**src/decode_cfg.svh**
```systemverilog
// Decode and issue configuration
// Word, register address, unit count and immediate widths

`ifndef DECODE_CFG_SVH
`define DECODE_CFG_SVH

// Data and PC width
`define XLEN 32

// Register file address width
`define REG_ADDR_W 5

// ALU, load-store and branch
`define NUM_UNITS 3

// Load-store byte offset and branch or jump offset
`define LS_OFFSET_W 12
`define PC_OFFSET_W 21

`endif

```
**src/decode_pkg.sv**
```systemverilog
// Decode and issue types
// Trimmed RV32I opcodes, execution unit index and ALU operations

package decode_pkg;

    // Instruction bits 6 to 2
    typedef enum logic [4:0] {
        LOAD_T      = 5'b00000,
        ARITH_IMM_T = 5'b00100,
        AUIPC_T     = 5'b00101,
        STORE_T     = 5'b01000,
        ARITH_T     = 5'b01100,
        LUI_T       = 5'b01101,
        BRANCH_T    = 5'b11000,
        JALR_T      = 5'b11001,
        JAL_T       = 5'b11011
    } opcode_t;

    // Index into the per-unit vectors
    typedef enum logic [1:0] {
        ALU_UNIT    = 2'd0,
        LS_UNIT     = 2'd1,
        BRANCH_UNIT = 2'd2
    } unit_t;

    typedef enum logic [3:0] {
        ALU_ADD,
        ALU_SUB,
        ALU_SLT,
        ALU_SLTU,
        ALU_XOR,
        ALU_OR,
        ALU_AND,
        ALU_SLL,
        ALU_SRL,
        ALU_SRA
    } alu_op_t;

endpackage

```
**src/decode_issue.sv**
```systemverilog
// Decode and issue stage of a small RV32I core
// Decoder feeds a one-entry issue register, and issue control sends
// the held instruction to the ALU, load-store or branch unit

`timescale 1ns/100ps

`include "decode_cfg.svh"

module decode_issue import decode_pkg::*; (
    input  logic                    clk,
    input  logic                    rst,
    input  logic                    flush,
    input  logic                    decode_valid,
    input  logic [`XLEN-1:0]        instruction,
    input  logic [`XLEN-1:0]        pc,
    output logic                    decode_advance,
    input  logic                    rs1_busy,
    input  logic                    rs2_busy,
    input  logic [`XLEN-1:0]        rs1_data,
    input  logic [`XLEN-1:0]        rs2_data,
    input  logic [`NUM_UNITS-1:0]   unit_ready,
    output logic [`REG_ADDR_W-1:0]  issue_rs1_addr,
    output logic [`REG_ADDR_W-1:0]  issue_rs2_addr,
    output logic                    instruction_issued,
    output logic [`NUM_UNITS-1:0]   issue_to,
    output logic [`XLEN-1:0]        alu_in1,
    output logic [`XLEN-1:0]        alu_in2,
    output alu_op_t                 alu_op_out,
    output logic [`XLEN-1:0]        ls_base,
    output logic [`XLEN-1:0]        ls_store_data,
    output logic [`LS_OFFSET_W-1:0] ls_offset_out,
    output logic                    ls_load_out,
    output logic                    ls_store_out,
    output logic [2:0]              ls_fn3,
    output logic                    ls_forwarded_store,
    output logic [`XLEN-1:0]        br_rs1,
    output logic [`XLEN-1:0]        br_rs2,
    output logic [`XLEN-1:0]        br_pc,
    output logic [`PC_OFFSET_W-1:0] br_offset,
    output logic [2:0]              br_fn3,
    output logic                    br_jal_out,
    output logic                    br_jalr_out
);

    // Decoder outputs
    logic [`REG_ADDR_W-1:0]  rs1_addr, rs2_addr;
    logic                    uses_rs1, uses_rs2;
    logic [`NUM_UNITS-1:0]   unit_needed;
    alu_op_t                 alu_op;
    logic                    alu_rs1_from_pc, alu_rs1_zero, alu_rs2_from_reg;
    logic [`XLEN-1:0]        alu_imm;
    logic [`LS_OFFSET_W-1:0] ls_offset;
    logic                    ls_load, ls_store;
    logic [2:0]              fn3;
    logic [`PC_OFFSET_W-1:0] pc_offset;
    logic                    br_jal, br_jalr;

    // Issue stage contents
    logic                    stage_valid;
    logic [`XLEN-1:0]        issue_pc;
    logic                    issue_uses_rs1, issue_uses_rs2;
    logic [`NUM_UNITS-1:0]   issue_unit_needed;
    alu_op_t                 issue_alu_op;
    logic                    issue_alu_rs1_from_pc, issue_alu_rs1_zero;
    logic                    issue_alu_rs2_from_reg;
    logic [`XLEN-1:0]        issue_alu_imm;
    logic [`LS_OFFSET_W-1:0] issue_ls_offset;
    logic                    issue_ls_load, issue_ls_store;
    logic [2:0]              issue_fn3;
    logic [`PC_OFFSET_W-1:0] issue_pc_offset;
    logic                    issue_br_jal, issue_br_jalr;

    instr_decoder i_instr_decoder (.*);

    issue_stage i_issue_stage (
        .issued (instruction_issued),
        .*
    );

    issue_control i_issue_control (
        .issued (instruction_issued),
        .*
    );

endmodule

```
**src/instr_decoder.sv**
```systemverilog
// Instruction decoder
// Turns one RV32I instruction into register usage, target unit,
// ALU operation and operand selects, and the unit immediates

`timescale 1ns/100ps

`include "decode_cfg.svh"

module instr_decoder import decode_pkg::*; (
    input  logic [`XLEN-1:0]        instruction,
    output logic [`REG_ADDR_W-1:0]  rs1_addr,
    output logic [`REG_ADDR_W-1:0]  rs2_addr,
    output logic                    uses_rs1,
    output logic                    uses_rs2,
    output logic [`NUM_UNITS-1:0]   unit_needed,
    output alu_op_t                 alu_op,
    output logic                    alu_rs1_from_pc,
    output logic                    alu_rs1_zero,
    output logic                    alu_rs2_from_reg,
    output logic [`XLEN-1:0]        alu_imm,
    output logic [`LS_OFFSET_W-1:0] ls_offset,
    output logic                    ls_load,
    output logic                    ls_store,
    output logic [2:0]              fn3,
    output logic [`PC_OFFSET_W-1:0] pc_offset,
    output logic                    br_jal,
    output logic                    br_jalr
);

    opcode_t opcode;
    logic    shift_op;

    assign opcode   = opcode_t'(instruction[6:2]);
    assign fn3      = instruction[14:12];
    assign rs1_addr = instruction[19:15];
    assign rs2_addr = instruction[24:20];

    ////////////////////////////////////////////////////////////////////////////
    // Register usage and target units

    assign uses_rs1 = !(opcode inside {LUI_T, AUIPC_T, JAL_T});
    assign uses_rs2 = opcode inside {BRANCH_T, STORE_T, ARITH_T};

    // Jumps need the adder for the link value as well as the branch unit
    assign unit_needed[ALU_UNIT] =
        opcode inside {ARITH_T, ARITH_IMM_T, LUI_T, AUIPC_T, JAL_T, JALR_T};
    assign unit_needed[LS_UNIT]     = opcode inside {LOAD_T, STORE_T};
    assign unit_needed[BRANCH_UNIT] = opcode inside {BRANCH_T, JAL_T, JALR_T};

    ////////////////////////////////////////////////////////////////////////////
    // ALU operand selects and immediate

    assign alu_rs1_from_pc  = opcode inside {AUIPC_T, JAL_T, JALR_T};
    assign alu_rs1_zero     = (opcode == LUI_T);
    assign alu_rs2_from_reg = (opcode == ARITH_T);

    // SLLI, SRLI and SRAI take a 5 bit shift amount
    assign shift_op = (fn3 == 3'b001) || (fn3 == 3'b101);

    always_comb begin
        if (opcode inside {LUI_T, AUIPC_T})
            alu_imm = {instruction[31:12], 12'b0};
        else if (opcode inside {JAL_T, JALR_T})
            alu_imm = `XLEN'(4);
        else if (shift_op)
            alu_imm = {{(`XLEN-5){1'b0}}, instruction[24:20]};
        else
            alu_imm = {{(`XLEN-12){instruction[31]}}, instruction[31:20]};
    end

    // Bit 30 picks SUB only for register ops, SRA for both
    always_comb begin
        alu_op = ALU_ADD;
        if (opcode inside {ARITH_T, ARITH_IMM_T}) begin
            case (fn3)
                3'b000: alu_op = (opcode == ARITH_T && instruction[30]) ? ALU_SUB : ALU_ADD;
                3'b001: alu_op = ALU_SLL;
                3'b010: alu_op = ALU_SLT;
                3'b011: alu_op = ALU_SLTU;
                3'b100: alu_op = ALU_XOR;
                3'b101: alu_op = instruction[30] ? ALU_SRA : ALU_SRL;
                3'b110: alu_op = ALU_OR;
                default: alu_op = ALU_AND;
            endcase
        end
    end

    ////////////////////////////////////////////////////////////////////////////
    // Load-store fields

    assign ls_load  = (opcode == LOAD_T);
    assign ls_store = (opcode == STORE_T);

    // Store offset is split around the rd field
    assign ls_offset = ls_store ? {instruction[31:25], instruction[11:7]}
                                : instruction[31:20];

    ////////////////////////////////////////////////////////////////////////////
    // Branch and jump fields

    assign br_jal  = (opcode == JAL_T);
    assign br_jalr = (opcode == JALR_T);

    always_comb begin
        if (br_jalr)
            pc_offset = {{(`PC_OFFSET_W-12){instruction[31]}}, instruction[31:20]};
        else if (br_jal)
            pc_offset = {instruction[31], instruction[19:12], instruction[20],
                         instruction[30:21], 1'b0};
        else
            pc_offset = {{(`PC_OFFSET_W-13){instruction[31]}}, instruction[31],
                         instruction[7], instruction[30:25], instruction[11:8], 1'b0};
    end

endmodule

```
**src/issue_control.sv**
```systemverilog
// Issue control
// Checks source register hazards and unit readiness, issues the held
// instruction to one unit and presents that unit's operands

`timescale 1ns/100ps

`include "decode_cfg.svh"

module issue_control import decode_pkg::*; (
    input  logic                    stage_valid,
    input  logic [`XLEN-1:0]        issue_pc,
    input  logic                    issue_uses_rs1,
    input  logic                    issue_uses_rs2,
    input  logic [`NUM_UNITS-1:0]   issue_unit_needed,
    input  alu_op_t                 issue_alu_op,
    input  logic                    issue_alu_rs1_from_pc,
    input  logic                    issue_alu_rs1_zero,
    input  logic                    issue_alu_rs2_from_reg,
    input  logic [`XLEN-1:0]        issue_alu_imm,
    input  logic [`LS_OFFSET_W-1:0] issue_ls_offset,
    input  logic                    issue_ls_load,
    input  logic                    issue_ls_store,
    input  logic [2:0]              issue_fn3,
    input  logic [`PC_OFFSET_W-1:0] issue_pc_offset,
    input  logic                    issue_br_jal,
    input  logic                    issue_br_jalr,
    input  logic                    rs1_busy,
    input  logic                    rs2_busy,
    input  logic [`XLEN-1:0]        rs1_data,
    input  logic [`XLEN-1:0]        rs2_data,
    input  logic [`NUM_UNITS-1:0]   unit_ready,
    output logic [`NUM_UNITS-1:0]   issue_to,
    output logic                    issued,
    output logic [`XLEN-1:0]        alu_in1,
    output logic [`XLEN-1:0]        alu_in2,
    output alu_op_t                 alu_op_out,
    output logic [`XLEN-1:0]        ls_base,
    output logic [`XLEN-1:0]        ls_store_data,
    output logic [`LS_OFFSET_W-1:0] ls_offset_out,
    output logic                    ls_load_out,
    output logic                    ls_store_out,
    output logic [2:0]              ls_fn3,
    output logic                    ls_forwarded_store,
    output logic [`XLEN-1:0]        br_rs1,
    output logic [`XLEN-1:0]        br_rs2,
    output logic [`XLEN-1:0]        br_pc,
    output logic [`PC_OFFSET_W-1:0] br_offset,
    output logic [2:0]              br_fn3,
    output logic                    br_jal_out,
    output logic                    br_jalr_out
);

    logic                  rs1_conflict;
    logic                  rs2_conflict;
    logic [`NUM_UNITS-1:0] unit_operands_ready;
    logic [`NUM_UNITS-1:0] issue_unit;

    ////////////////////////////////////////////////////////////////////////////
    // Issue decision

    assign rs1_conflict = rs1_busy & issue_uses_rs1;
    assign rs2_conflict = rs2_busy & issue_uses_rs2;

    // Load-store forwards store data itself, so only the base must be ready
    always_comb begin
        unit_operands_ready          = {`NUM_UNITS{~rs1_conflict & ~rs2_conflict}};
        unit_operands_ready[LS_UNIT] = ~rs1_conflict;
    end

    // Jumps carry the link operands to the branch unit
    always_comb begin
        issue_unit = issue_unit_needed;
        if (issue_unit_needed[BRANCH_UNIT])
            issue_unit[ALU_UNIT] = 1'b0;
    end

    assign issue_to = {`NUM_UNITS{stage_valid}} & issue_unit & unit_ready & unit_operands_ready;
    assign issued   = |issue_to;

    ////////////////////////////////////////////////////////////////////////////
    // Unit operands

    always_comb begin
        if (issue_alu_rs1_from_pc)
            alu_in1 = issue_pc;
        else if (issue_alu_rs1_zero)
            alu_in1 = '0;
        else
            alu_in1 = rs1_data;
    end

    assign alu_in2    = issue_alu_rs2_from_reg ? rs2_data : issue_alu_imm;
    assign alu_op_out = issue_alu_op;

    assign ls_base            = rs1_data;
    assign ls_store_data      = rs2_data;
    assign ls_offset_out      = issue_ls_offset;
    assign ls_load_out        = issue_ls_load;
    assign ls_store_out       = issue_ls_store;
    assign ls_fn3             = issue_fn3;
    assign ls_forwarded_store = issue_ls_store & rs2_conflict;

    assign br_rs1      = rs1_data;
    assign br_rs2      = rs2_data;
    assign br_pc       = issue_pc;
    assign br_offset   = issue_pc_offset;
    assign br_fn3      = issue_fn3;
    assign br_jal_out  = issue_br_jal;
    assign br_jalr_out = issue_br_jalr;

endmodule

```
**src/issue_stage.sv**
```systemverilog
// Issue stage register
// Holds one decoded instruction until issue control lets it leave.
// Accepts a new one when empty or when the current one issues

`timescale 1ns/100ps

`include "decode_cfg.svh"

module issue_stage import decode_pkg::*; (
    input  logic                    clk,
    input  logic                    rst,
    input  logic                    flush,
    input  logic                    decode_valid,
    input  logic                    issued,
    input  logic [`XLEN-1:0]        pc,
    input  logic [`REG_ADDR_W-1:0]  rs1_addr,
    input  logic [`REG_ADDR_W-1:0]  rs2_addr,
    input  logic                    uses_rs1,
    input  logic                    uses_rs2,
    input  logic [`NUM_UNITS-1:0]   unit_needed,
    input  alu_op_t                 alu_op,
    input  logic                    alu_rs1_from_pc,
    input  logic                    alu_rs1_zero,
    input  logic                    alu_rs2_from_reg,
    input  logic [`XLEN-1:0]        alu_imm,
    input  logic [`LS_OFFSET_W-1:0] ls_offset,
    input  logic                    ls_load,
    input  logic                    ls_store,
    input  logic [2:0]              fn3,
    input  logic [`PC_OFFSET_W-1:0] pc_offset,
    input  logic                    br_jal,
    input  logic                    br_jalr,
    output logic                    decode_advance,
    output logic                    stage_valid,
    output logic [`XLEN-1:0]        issue_pc,
    output logic [`REG_ADDR_W-1:0]  issue_rs1_addr,
    output logic [`REG_ADDR_W-1:0]  issue_rs2_addr,
    output logic                    issue_uses_rs1,
    output logic                    issue_uses_rs2,
    output logic [`NUM_UNITS-1:0]   issue_unit_needed,
    output alu_op_t                 issue_alu_op,
    output logic                    issue_alu_rs1_from_pc,
    output logic                    issue_alu_rs1_zero,
    output logic                    issue_alu_rs2_from_reg,
    output logic [`XLEN-1:0]        issue_alu_imm,
    output logic [`LS_OFFSET_W-1:0] issue_ls_offset,
    output logic                    issue_ls_load,
    output logic                    issue_ls_store,
    output logic [2:0]              issue_fn3,
    output logic [`PC_OFFSET_W-1:0] issue_pc_offset,
    output logic                    issue_br_jal,
    output logic                    issue_br_jalr
);

    logic valid_r;
    logic stage_ready;

    // Flush blocks acceptance and hides the held instruction
    assign stage_ready    = (~valid_r | issued) & ~flush;
    assign decode_advance = decode_valid & stage_ready;
    assign stage_valid    = valid_r & ~flush;

    always_ff @(posedge clk) begin
        if (rst || flush)
            valid_r <= 1'b0;
        else if (stage_ready)
            valid_r <= decode_valid;
    end

    always_ff @(posedge clk) begin
        if (stage_ready) begin
            issue_pc               <= pc;
            issue_rs1_addr         <= rs1_addr;
            issue_rs2_addr         <= rs2_addr;
            issue_uses_rs1         <= uses_rs1;
            issue_uses_rs2         <= uses_rs2;
            issue_unit_needed      <= unit_needed;
            issue_alu_op           <= alu_op;
            issue_alu_rs1_from_pc  <= alu_rs1_from_pc;
            issue_alu_rs1_zero     <= alu_rs1_zero;
            issue_alu_rs2_from_reg <= alu_rs2_from_reg;
            issue_alu_imm          <= alu_imm;
            issue_ls_offset        <= ls_offset;
            issue_ls_load          <= ls_load;
            issue_ls_store         <= ls_store;
            issue_fn3              <= fn3;
            issue_pc_offset        <= pc_offset;
            issue_br_jal           <= br_jal;
            issue_br_jalr          <= br_jalr;
        end
    end

endmodule

```
**config.mk**
```make
export PLATFORM = sky130hd
export DESIGN_NAME = decode_issue
export DESIGN_NICKNAME = d
export VERILOG_FILES = /design/src/decode_pkg.sv /design/src/decode_issue.sv /design/src/instr_decoder.sv /design/src/issue_control.sv /design/src/issue_stage.sv
export VERILOG_INCLUDE_DIRS = /design/src
export SDC_FILE = /design/constraint.sdc
export NUM_CORES = 1
export LEC_CHECK = 0
export ABC_AREA = 1
export BUFFER_PORTS_ARGS = -buffer_cell sky130_fd_sc_hd__clkbuf_2
export CAP_MARGIN = 20
export CORE_AREA = 8 8 160 162
export CTS_CLUSTER_DIAMETER = 40
export DETAILED_ROUTE_END_ITERATION = 16
export DIE_AREA = 0 0 168 170
export PLACE_DENSITY = 0.6
export SETUP_SLACK_MARGIN = 0.2
export SYNTH_ARGS = -nofsm -noshare
export SYNTH_HDL_FRONTEND = slang
export SYNTH_SLANG_ARGS = --single-unit
```
**constraint.sdc**
```tcl
create_clock -name clk -period 5.5 [get_ports clk]
set_clock_uncertainty 0.05 [all_clocks]
set_input_delay 1.1 -clock clk [delete_from_list [all_inputs] [get_ports clk]]
set_output_delay 1.1 -clock clk [all_outputs]
set_load 0.01 [all_outputs]
```
# [After elaboration in Yosys (flattened, before gate mapping)]
# Index checks and enable logic that the tools add are counted.
# W data, S select, Z words.
[word_totals] ff_bits=127 input_bits=137 word_cells=82
[op_classes] eq_ne=14 n_mux=13 n_bitwise=15 reduce_logical=18
[op_table] op="$mux W32" n=6
[op_table] op="$mux W20" n=2
[op_table] op="$pmux W4 S7" n=1
[op_table] op="$eq A5 B4 Y1 const B" n=3
[op_table] op="$eq A5 B5 Y1 const B" n=3
[op_table] op="$reduce_bool A3 Y1" n=4
[op_table] op="$eq A5 B3 Y1 const B" n=2
[op_table] op="$and A3 B3 Y3" n=3
[op_table] op="$eq A3 B3 Y1 const B" n=3
[op_table] op="$reduce_bool A2 Y1" n=4
[op_table] op="$and A1 B1 Y1" n=7
[op_table] op="$eq A3 B2 Y1 const B" n=2
[op_table] op="$reduce_bool A6 Y1" n=1
[op_table] op="$reduce_or A3 Y1" n=2
[op_table] op="$logic_not A5 Y1" n=1
[op_table] op="$mux W5" n=1
[op_table] op="$not A1 Y1" n=4
[op_table] op="$eq A3 B1 Y1 const B" n=1
[op_table] op="$logic_not A3 Y1" n=1
[op_table] op="$mux W1" n=3
[op_table] op="$logic_or A1 B1 Y1" n=2
[op_table] op="$reduce_or A2 Y1" n=1
[op_table] op="$logic_and A1 B1 Y1" n=1
[op_table] op="$logic_not A1 Y1" n=1
[op_table] op="$or A1 B1 Y1" n=1

# [Logic depth before layout (Yosys ltp)]
# Gate-level depths: netlist (run 1).
[depth] word_depth=9 mapped_depth=11

# [Cells and area by module]
# Synthesis (run 1) repeated with hierarchy kept, for this count alone.
[unflattened] cells_unflattened=674 hier_area_um2=7511.0
[modules_own_cells] module="issue_stage" instances=1 cells_per_inst=139 area_each_um2=3854.9 seq_area_each_um2=3803.6
[modules_own_cells] module="issue_control" instances=1 cells_per_inst=366 area_each_um2=2606.2 seq_area_each_um2=0.0
[modules_own_cells] module="instr_decoder" instances=1 cells_per_inst=169 area_each_um2=1049.8 seq_area_each_um2=0.0

# [Worst setup path before layout (run 1)]
# No wires, ideal clock.
[synth_path] kind="input -> register" start="in flush" end="reg i_issue_stage.issue_alu_imm[0], enable pin" setup_time_ns=0.472 arrival_ns=3.846 t_required_ns=4.978 slack_ns=1.132 stages=7 path_buffers=0 cell_sequence="inv_1 > nand2_1 > nor2_1 > nand2_1 > nand4_1 > nand2_1 > inv_1"
[synth_between] elab_chain_len=8
[synth_rtl] element="from (decl)" line_no="decode_issue.sv:12" text="input logic flush,"
[synth_rtl] element="$not A1 Y1 (*)" line_no="issue_stage.sv:59, issue_stage.sv:61"
[synth_rtl] element="$and A1 B1 Y1" line_no="issue_stage.sv:61" text="assign stage_valid = valid_r & ~flush;"
[synth_rtl] element="$and A3 B3 Y3 (3 in series)" line_no="issue_control.sv:77" text="assign issue_to = {`NUM_UNITS{stage_valid}} & issue_unit & unit_ready & unit_operands_ready;"
[synth_rtl] element="$reduce_or A3 Y1" line_no="issue_control.sv:78" text="assign issued = |issue_to;"
[synth_rtl] element="$or A1 B1 Y1" line_no="issue_stage.sv:59" text="assign stage_ready = (~valid_r | issued) & ~flush;"
[synth_rtl] element="$and A1 B1 Y1 (*)" line_no="issue_stage.sv:59"
[synth_rtl] element="via i_issue_stage.stage_ready" line_no="issue_stage.sv:56" text="logic stage_ready;"
[synth_rtl] element="to (signal assigned)" line_no="issue_stage.sv:82" text="issue_alu_imm <= alu_imm;"
[synth_rtl] element="to (decl)" line_no="issue_stage.sv:45" text="output logic [`XLEN-1:0] issue_alu_imm,"
# The timed path passes the listed nets; every way through them passes the cells marked *.
# A chain may end at the register's enable or synchronous reset.

# [Worst setup path after layout (run 1)]
[layout_path] start="in flush" end="out decode_advance"
[layout_between] elab_chain_len=9
[layout_rtl] element="$not A1 Y1 (*)" line_no="issue_stage.sv:59, issue_stage.sv:61"
[layout_rtl] element="$and A1 B1 Y1" line_no="issue_stage.sv:61"
[layout_rtl] element="$and A3 B3 Y3 (3 in series)" line_no="issue_control.sv:77"
[layout_rtl] element="$reduce_or A3 Y1" line_no="issue_control.sv:78"
[layout_rtl] element="$or A1 B1 Y1" line_no="issue_stage.sv:59"
[layout_rtl] element="$and A1 B1 Y1 (*)" line_no="issue_stage.sv:59"
[layout_rtl] element="$and A1 B1 Y1 (*)" line_no="issue_stage.sv:60" text="assign decode_advance = decode_valid & stage_ready;"
[layout_rtl] element="to (decl)" line_no="decode_issue.sv:16" text="output logic decode_advance,"
# Every way passes the cells marked *; elsewhere a longest branch is shown, timed or not.

==> key figures, run 1 <==
Status
  • Outcome: finished, final reports clean

Cells and area
  • FILL cells: 2360
  • Nets: 995
  • Share of cells above drive strength 1: 0.583
  • Registers with the most flip-flops: i_issue_stage.issue_alu_imm (32), i_issue_stage.issue_pc (32), i_issue_stage.issue_pc_offset (15)
  • Area growth from synthesis to layout: 32.0%
  • Post-route cell area: 8290 um2
  • Inserted Diodes: 0

Power
  • Max VDD drop: 0.000181 V
  • Pwr Density: 321 nW/um2
  • LEAKAGE: 4.13 nW

Clock network
  • Clk slew on worst S/H paths: 0.06 ns
  • Clock root buffer master: clkbuf_16
  • CTS tree: built
  • Post_cts resized: 0
  • # hold bufs at CTS: 0
  • CTS H-Tree Depth: 4
  • Maximum clock path buffer count: 2
  • Clk sinks: 120
  • Post-CTS Setup Repair Bufs: 0
  • Clk_lat worst skew: 0.41 ns
  • CTS buffer count: 17

Global routing
  • Initial antenna violation count: 2
  • Vias in the first global route: 5265
  • Busiest grt layer: met2
  • Largest net degree at the start of global routing: 69
  • Global-route wire length before repair: 32700 um
  • Grt total ovfl: 0
  • Met1 Resource Use GR: 0.164
  • GRT Resource Usage Total: 0.152
  • Grt met3 use: 0.0612
  • GR Util met2: 0.269

Route
  • Final WL: 22800 um
  • Antenna viol nets, final: 0
  • WL/cell: 19.6 um
  • DRC viols: 0
  • Iteration-0 DRC Markers: 260
  • Drt pass-1 iters: 5
  • Routed vias: 5008
  • Vias per cell: 4.31

Setup path
  • Crit path depth: 9
  • CP max stage cell: clkbuf_2
  • Worst path bufs/invs: 3
  • Delay-heaviest family, CP: simple AND/OR/NAND/NOR gates
  • Worst reg2reg setup slack: 3.13 ns
  • Critical path class: in2out
  • Crit end category: output pin
  • Worst path required time: 4.35 ns
  • Cell Chain, Critical Path: clkbuf_2 -> inv_1 -> nand2_1 -> nor2_1 -> nand2_1 -> nand4_1 -> nand2_1 -> nor2_1 -> clkbuf_2
  • Crit-path most repeated cell: nand2_1
  • Arr. time, crit path: 2.03 ns
  • Worst-path fanout max: 4
  • FF-to-FF path depth: 8
  • Startpoint Class: primary input
  • CP peak stage delay: 0.14 ns

Synth
  • Async set or reset register ratio after synthesis: 0
  • Mapped Avg Cell Area: 11.0 um2
  • Post-synth EDFFs: 119
  • Library cells used by synthesis: 32
  • Sequential cell area fraction in the yosys report: 0.572
  • Synth Instances: 569
  • Area leader, netlist: edfxtp_1
  • Top FF cell, synth: edfxtp_1
  • Cell with the most instances after synthesis: buf_4
  • Syn_nets: 706
  • Top-area cell type share of the netlist area: 0.569
  • Yosys Warn Count: 0
  • Cell Area, Synth: 6280 um2
  • Seq cells post-synth: 120
  • Synth area leaders: edfxtp_1, buf_4, mux2_2
  • Top cells by count, synth: buf_4, edfxtp_1, inv_1

Timing
  • Fin crit share: 0.577
  • Setup WS post-layout: 2.32 ns
  • F_max: 0.315 GHz
  • Final TNS setup: 0 ns
  • Worst-margin pin slew: 0.676 ns
  • Setup Viol. Count Final: 0
  • Slew HR: 0.548
  • Period minus WS final: 3.18 ns
  • RSZ-0062 raised after global routing: false
  • Final hold vios: 0
  • Final Max Slew Viols: 0
  • Final hold slack: 0.581 ns

Min path
  • Hold WC Path Type: reg2reg
  • Hold Path Stages: 4

Job
  • Max Cap Violations: 0

Die
  • Die ar.: 28600 um2
  • Core outline area: 23100 um2
  • Die span in y: 170 um
  • DIE WIDTH: 168 um
  • Initial core utilization: 0.273
  • Rows: 56
  • I/O pin cnt: 424

Place
  • Port Buf Inserts: 421
  • GPL Wtd Cong: 0.880
  • Pre-CTS setup slack: 2.28 ns
  • Placed cell areas: 7660 um2
  • Hpwl dp: 18700 um
[kinds of logic after synthesis]
| logic type | Yosys count | share of synthesized area |
|---|---|---|
| AOI/OAI and AO/OA | 80 | 0.0707 |
| buffers and inverters | 228 | 0.224 |
| DFF | 120 | 0.572 |
| muxes | 32 | 0.0574 |
| and+or+nand+nor | 109 | 0.0761 |
[per-stage QoR]
stage	power [W]	instances	utilization
CTS	0.00270	1160	0.359
floorplan	0.00137	569	-
detailed placement	0.00154	1128	0.332
global route	0.00277	1161	0.360
global placement	0.00153	1128	0.332
finish	0.00266	1161	0.360
[worst paths after layout]
| kind | end | start |
|---|---|---|
| worst max-delay path | decode_advance | flush |
| worst min-delay path | i_issue_stage.valid_r | i_issue_stage.valid_r |
| worst max register to register | i_issue_stage.issue_alu_imm[23] | i_issue_stage.issue_uses_rs2 |
| worst min register to register | i_issue_stage.valid_r | i_issue_stage.valid_r |
[area by class of cell]
type                    instances  area [um2]  share of cell area
clock inverters                15         179              0.0216
inverters                      74         288              0.0347
multi-input cells             221        1280               0.155
well taps                     290         363              0.0438
clock buffers                  17         425              0.0513
repair buffers                424        2160               0.261
flip-flops and latches        120        3590               0.433
[power breakdown]
part / total [W] / leakage (nW) / internal [W] / switching [W]
logic: 0.000411 / 2.66 / 0.000161 / 0.000250
clock network: 0.00115 / 0.285 / 0.000714 / 0.000435
registers: 0.00110 / 1.18 / 0.00108 / 0.0000236
[per-layer routing]
metal,share of wire,up-vias
li1,-,2334
met1,0.37,2353
met2,0.51,293
met3,0.10,24
met4,0.016,4
met5,0.0012,-
[layout by cell type, fill, tap and decap left out, drive strengths merged, types with 3 or more instances in the layout]
master    count
buf           3
clkbuf      438
inv          74
mux2         32
clkinvlp      4
nand3         4
clkinv        8
edfxtp      119
o21ai        72
nor2         34
a21oi         6
nand2        66
bufinv        3
[worst register-to-register path: cells and delay by family (launching register included)]
family | cells | cell delay, ns
buf+inv | 3 | 1.00
flops | 1 | 0.35
simple gates | 5 | 0.55
(Power assumes the default switching activity.)
==> inputs of run 2 (changes only) <==
==> constraint.sdc (replaced) <==
create_clock -name clk -period 3.05 [get_ports clk]
set_clock_uncertainty 0.05 [all_clocks]
set_input_delay 0.61 -clock clk [delete_from_list [all_inputs] [get_ports clk]]
set_output_delay 0.61 -clock clk [all_outputs]
set_load 0.01 [all_outputs]
==> run 2 against run 1 <==
Compared with the run above:
- hold slack lost 0.26 ns
- combinational power grew 82%
- die area unchanged
- critical endpoint is now alu_in1[1]
- sequential cell count is the same
- register-to-register slack worse by 2.0 ns
- largest power group unchanged
==> key figures, run 2 (same netlist as run 1, synthesis figures left out) <==
Min path
  • Hold WC Path Type: in2reg

Clock network
  • Clk_lat worst skew: 0.40 ns (about the same)
  • Clock root buffer master: clkbuf_16
  • Maximum clock path buffer count: 2 (unchanged)
  • CTS tree: built
  • Post_cts resized: 0 (unchanged)
  • Post-CTS Setup Repair Bufs: 0 (unchanged)
  • CTS buffer count: 17 (unchanged)
  • CTS H-Tree Depth: 4 (unchanged)
  • # hold bufs at CTS: 0 (unchanged)
  • Clk slew on worst S/H paths: 0.06 ns (about the same)
  • Clk sinks: 120 (unchanged)

Setup path
  • Arr. time, crit path: 1.79 ns (-0.24 ns)
  • Worst path required time: 2.39 ns (-1.96 ns)
  • Worst-path fanout max: 32 (+28)
  • Crit end category: output pin
  • Worst reg2reg setup slack: 1.09 ns (-2.04 ns)
  • Critical path class: reg2out
  • Critical Path Start: i_issue_stage.issue_alu_rs1_from_pc
  • FF-to-FF path depth: 8 (unchanged)
  • Reg2reg end: i_issue_stage.issue_ls_offset[7]
  • Startpoint Class: flip-flop
  • Origin of the critical flop-to-flop path: i_issue_stage.issue_uses_rs2
  • Worst Setup EP: alu_in1[1]

Place
  • GPL Wtd Cong: 0.913 (+3.7%)
  • Hpwl dp: 18800 um (+0.42%)
  • Pre-CTS setup slack: 0.772 ns (-1.50 ns)
  • Port Buf Inserts: 421 (unchanged)

Cells and area
  • Share of cells above drive strength 1: 0.585 (+0.00143)
  • Most frequent cells in the layout: clkbuf_2, edfxtp_1, inv_1
  • Final Core Density: 0.362 (+0.00179)
  • Inserted Diodes: 0 (unchanged)
  • Nets: 998 (+0.30%)
  • FILL cells: 2343 (-0.72%)
  • Registers with the most flip-flops: i_issue_stage.issue_alu_imm (32), i_issue_stage.issue_pc (32), i_issue_stage.issue_pc_offset (15)
  • Commonest non-fill, non-tap cell in the layout: clkbuf_2
  • Area growth from synthesis to layout: 32.7%

Global routing
  • GR Util met2: 0.276 (+0.00742)
  • Vias in the first global route: 5271 (+0.11%)
  • Grt total ovfl: 0 (unchanged)
  • Global-route wire length before repair: 32400 um (-0.93%)
  • Grt met3 use: 0.0547 (-0.00649)
  • Largest net degree at the start of global routing: 63 (-8.7%)
  • Initial antenna violation count: 0 (-2)
  • Met1 Resource Use GR: 0.160 (-0.00443)
  • GRT Resource Usage Total: 0.151 (-0.000704)
  • Busiest grt layer: met2

Route
  • Final WL: 22900 um (+0.24%)
  • DRC viols: 0 (unchanged)
  • WL/cell: 19.6 um (about the same)
  • Vias per cell: 4.26 (-1.3%)
  • Antenna viol nets, final: 0 (unchanged)
  • Iteration-0 DRC Markers: 186 (-28%)
  • Drt pass-1 iters: 4 (-1)
  • Routed vias: 4954 (-1.1%)

Timing
  • Final Max Slew Viols: 0 (unchanged)
  • F_max: 0.408 GHz
  • Worst-margin pin slew: 0.563 ns (-0.113 ns)
  • Period minus WS final: 2.45 ns
  • Final hold vios: 0 (unchanged)
  • RSZ-0062 raised after global routing: false
  • Setup Viol. Count Final: 0 (unchanged)
  • Setup WS post-layout: 0.601 ns (-1.72 ns)
  • Final TNS setup: 0 ns (unchanged)
  • Fin crit share: 0.803
  • Slew HR: 0.625 (+0.0771)

Die
  • Die ar.: 28600 um2 (unchanged)
  • Die span in y: 170 um (unchanged)
  • Initial core utilization: 0.273 (unchanged)
  • Core outline area: 23100 um2 (unchanged)
  • Rows: 56 (unchanged)
  • I/O pin cnt: 424 (unchanged)
  • DIE WIDTH: 168 um (unchanged)

Power
  • LEAKAGE: 4.15 nW (+0.50%)
  • Pwr Density: 583 nW/um2 (+82%)
  • Max VDD drop: 0.000340 V (+88%)

Job
  • Max Cap Violations: 0 (unchanged)

Status
  • Outcome: finished, final reports clean
run 2: worst min path at each step:
stage                          startpoint                    endpoint  slack [ns]  cells past startpoint
CTS                                pc[11]  i_issue_stage.issue_pc[11]        0.30                      1
finish                             pc[11]  i_issue_stage.issue_pc[11]        0.32                      1
global route                        pc[3]   i_issue_stage.issue_pc[3]        0.30                      1
global placement    i_issue_stage.valid_r       i_issue_stage.valid_r        0.60                      4
floorplan           i_issue_stage.valid_r       i_issue_stage.valid_r        0.56                      4
detailed placement  i_issue_stage.valid_r       i_issue_stage.valid_r        0.61                      4
run 2: power breakdown:
group          total (W)  switching, W  internal (W)
clock            0.00212      0.000761       0.00136
combinational   0.000750      0.000458      0.000293
sequential       0.00198     0.0000419       0.00194
total            0.00486       0.00126       0.00360
run 2: final cells by class:
class,count,area (um2),share of cell area
flip-flops and latches,120,3590,0.431
repair buffers,427,2180,0.261
clock inverters,13,179,0.0215
well taps,290,363,0.0435
clock buffers,19,433,0.0519
multi-input cells,221,1300,0.156
inverters,74,289,0.0347
run 2: metrics by stage:
step / instances / total power (W) / instance area [um2] / hold slack, ns
2_1_floorplan: 569 / 0.00247 / 6300 / 0.559
3_3_place_gp: 1132 / 0.00278 / 7720 / 0.595
3_5_place_dp: 1132 / 0.00278 / 7720 / 0.607
4_1_cts: 1164 / 0.00493 / 8330 / 0.300
5_1_grt: 1164 / 0.00506 / 8330 / 0.300
6_report: 1164 / 0.00486 / 8330 / 0.321
run 2: metal layers:
layer	share of wire	up-vias
met4	0.020	0
li1	-	2338
met1	0.37	2345
met3	0.083	27
met2	0.53	244
met5	0	-
run 2: worst max-delay path, cell delays in order (launching register included):
cell	delay, ns
edfxtp_1	0.37
or2_2	0.51
o21ai_0	0.30
clkbuf_2	0.19
==> inputs of run 3 (changes only) <==
==> constraint.sdc (replaced) <==
create_clock -name clk -period 2.48 [get_ports clk]
set_clock_uncertainty 0.05 [all_clocks]
set_input_delay 0.496 -clock clk [delete_from_list [all_inputs] [get_ports clk]]
set_output_delay 0.496 -clock clk [all_outputs]
set_load 0.01 [all_outputs]
==> run 3 against run 2 <==
Compared with the run above:
- routed wire length fell by 0.41%
- cell count did not move
- sequential share of layout area fell by 0.090 points
- die area did not move
- critical path depth did not move
- count of clock-buffer cells in the layout did not move
- sequential power rose by 23%
==> key figures, run 3 (same netlist as run 1, synthesis figures left out) <==
Global routing
  • Vias in the first global route: 5286 (+0.28%)
  • Initial antenna violation count: 2 (+2)
  • Largest net degree at the start of global routing: 62 (-1.6%)
  • GRT Resource Usage Total: 0.152 (+0.000626)
  • Global-route wire length before repair: 32500 um (+0.53%)
  • Grt total ovfl: 0 (unchanged)

Timing
  • Final hold vios: 0 (unchanged)
  • Final Max Slew Viols: 0 (unchanged)
  • Worst-margin pin slew: 0.367 ns (-0.196 ns)
  • Slew HR: 0.755 (+0.130)
  • Period minus WS final: 2.18 ns
  • Setup Viol. Count Final: 0 (unchanged)
  • F_max: 0.458 GHz
  • Setup WS post-layout: 0.298 ns (-0.303 ns)
  • Final TNS setup: 0 ns (unchanged)
  • Final hold slack: 0.219 ns (-0.102 ns)
  • Fin crit share: 0.880
  • RSZ-0062 raised after global routing: false

Die
  • Initial core utilization: 0.273 (unchanged)
  • Die ar.: 28600 um2 (unchanged)
  • Core outline area: 23100 um2 (unchanged)
  • I/O pin cnt: 424 (unchanged)
  • DIE WIDTH: 168 um (unchanged)
  • Die span in y: 170 um (unchanged)
  • Rows: 56 (unchanged)

Setup path
  • Reg2reg end: i_issue_stage.issue_ls_offset[7]
  • Origin of the critical flop-to-flop path: i_issue_stage.issue_uses_rs2
  • Startpoint Class: flip-flop
  • Critical path class: reg2out
  • Worst path required time: 1.93 ns (-0.46 ns)
  • CP peak stage delay: 0.38 ns (-0.13 ns)
  • CP max stage cell: edfxtp_1
  • Cell Chain, Critical Path: or2_4 -> o21ai_0 -> clkbuf_2
  • Delay-heaviest family, CP: flip-flops
  • Crit end category: output pin
  • Arr. time, crit path: 1.64 ns (-0.15 ns)
  • FF-to-FF path depth: 8 (unchanged)
  • Critical Path Start: i_issue_stage.issue_alu_rs1_from_pc
  • Worst reg2reg setup slack: 0.66 ns (-0.43 ns)
  • Worst-path fanout max: 32 (unchanged)
  • Worst path bufs/invs: 1 (unchanged)

Route
  • Routed vias: 4973 (+0.38%)
  • Antenna viol nets, final: 0 (unchanged)
  • WL/cell: 19.6 um (-0.41%)
  • Final WL: 22800 um (-0.41%)
  • Iteration-0 DRC Markers: 235 (+26%)
  • DRC viols: 0 (unchanged)
  • Vias per cell: 4.27 (+0.38%)
  • Drt pass-1 iters: 4 (unchanged)

Status
  • Outcome: finished, final reports clean

Cells and area
  • Seq. cell area: 3590 um2 (unchanged)
  • Non-filler instance count after layout: 1164 (unchanged)
  • Most frequent cells in the layout: clkbuf_2, edfxtp_1, inv_1
  • Multi-input logic area: 1300 um2 (+0.19%)
  • Nets: 999 (+0.10%)
  • Area growth from synthesis to layout: 32.9%
  • Commonest non-fill, non-tap cell in the layout: clkbuf_2
  • Registers with the most flip-flops: i_issue_stage.issue_alu_imm (32), i_issue_stage.issue_pc (32), i_issue_stage.issue_pc_offset (15)
  • Share of cells above drive strength 1: 0.584 (about the same)
  • FILL cells: 2329 (-0.60%)

Power
  • Max VDD drop: 0.000388 V (+14%)
  • Final Power: 0.00598 W (+23%)
  • Pwr Density: 716 nW/um2 (+23%)
  • LEAKAGE: 4.16 nW (+0.27%)

Clock network
  • CTS buffer count: 17 (unchanged)
  • Maximum clock path buffer count: 2 (unchanged)
  • CTS H-Tree Depth: 4 (unchanged)
  • CTS tree: built
  • Clock root buffer master: clkbuf_16
  • Clk slew on worst S/H paths: 0.05 ns (about the same)
  • # hold bufs at CTS: 0 (unchanged)
  • Clk sinks: 120 (unchanged)
  • Clk_lat worst skew: 0.40 ns (about the same)

Min path
  • Hold Path Stages: 1 (unchanged)
  • Hold WC Path Type: in2reg
  • Worst Hold Launch: pc[11]
  • Hold endpoint: i_issue_stage.issue_pc[11]

Place
  • Cells after DPL: 1132 (unchanged)
  • Port Buf Inserts: 421 (unchanged)
  • Hpwl dp: 18800 um (+0.13%)
  • GPL Wtd Cong: 0.881 (-3.5%)
  • Pre-CTS setup slack: 0.412 ns (-0.360 ns)

Job
  • Max Cap Violations: 0 (unchanged)
run 3: layer usage:
metal | track usage | part of all wire | up-vias
met4 | 0.0477 | 0.015 | 2
met5 | 0 | 0.00048 | -
met1 | 0.153 | 0.36 | 2345
met2 | 0.283 | 0.53 | 257
met3 | 0.0584 | 0.092 | 24
li1 | - | - | 2345
run 3: power breakdown:
part           internal [W]  switching (W)
logic              0.000361       0.000561
registers           0.00239      0.0000527
clock network       0.00176       0.000859
total               0.00451        0.00147
run 3: cell type report:
| type | instances | area share |
|---|---|---|
| antenna | 1 | 0.000300 |
| clock buffer | 19 | 0.0518 |
| tap | 290 | 0.0434 |
| clock inverter | 11 | 0.0216 |
| sequential | 120 | 0.430 |
| timing repair buffer | 428 | 0.262 |
| multi-input combinational | 221 | 0.156 |
| inverter | 74 | 0.0346 |
run 3: worst max path at each step:
stage | end | slack (ns) | cells after the start
6_report | alu_in1[13] | 0.30 | 3
5_1_grt | decode_advance | 0.21 | 8
4_1_cts | alu_in2[23] | 0.24 | 3
3_5_place_dp | i_issue_stage.issue_alu_imm[13] | 0.41 | 11
3_3_place_gp | i_issue_stage.issue_alu_imm[18] | 0.47 | 11
2_1_floorplan | i_issue_stage.issue_alu_imm[0] | -0.64 | 7
run 3: worst reg2reg max path: stages, from the launching register on:
cell	delay (ns)
edfxtp_1	0.41
nand2_4	0.09
inv_1	0.04
nor2_1	0.09
nand2_1	0.10
nand4_1	0.14
nand2_2	0.09
clkinvlp_4	0.11
buf_12	0.29
run 3: timing repair:
action	4_1_cts	5_1_grt
resized for setup	1	2
setup buffers	0	1
pin swaps	0	2
setup endpoints to repair	22	3
run 3: metrics by stage:
step,area (um2),utilization
final,8350,0.362
after global routing,8350,0.362
after CTS,8340,0.362
after detailed placement,7720,0.335
after global placement,7720,0.335
after floorplan,6300,-
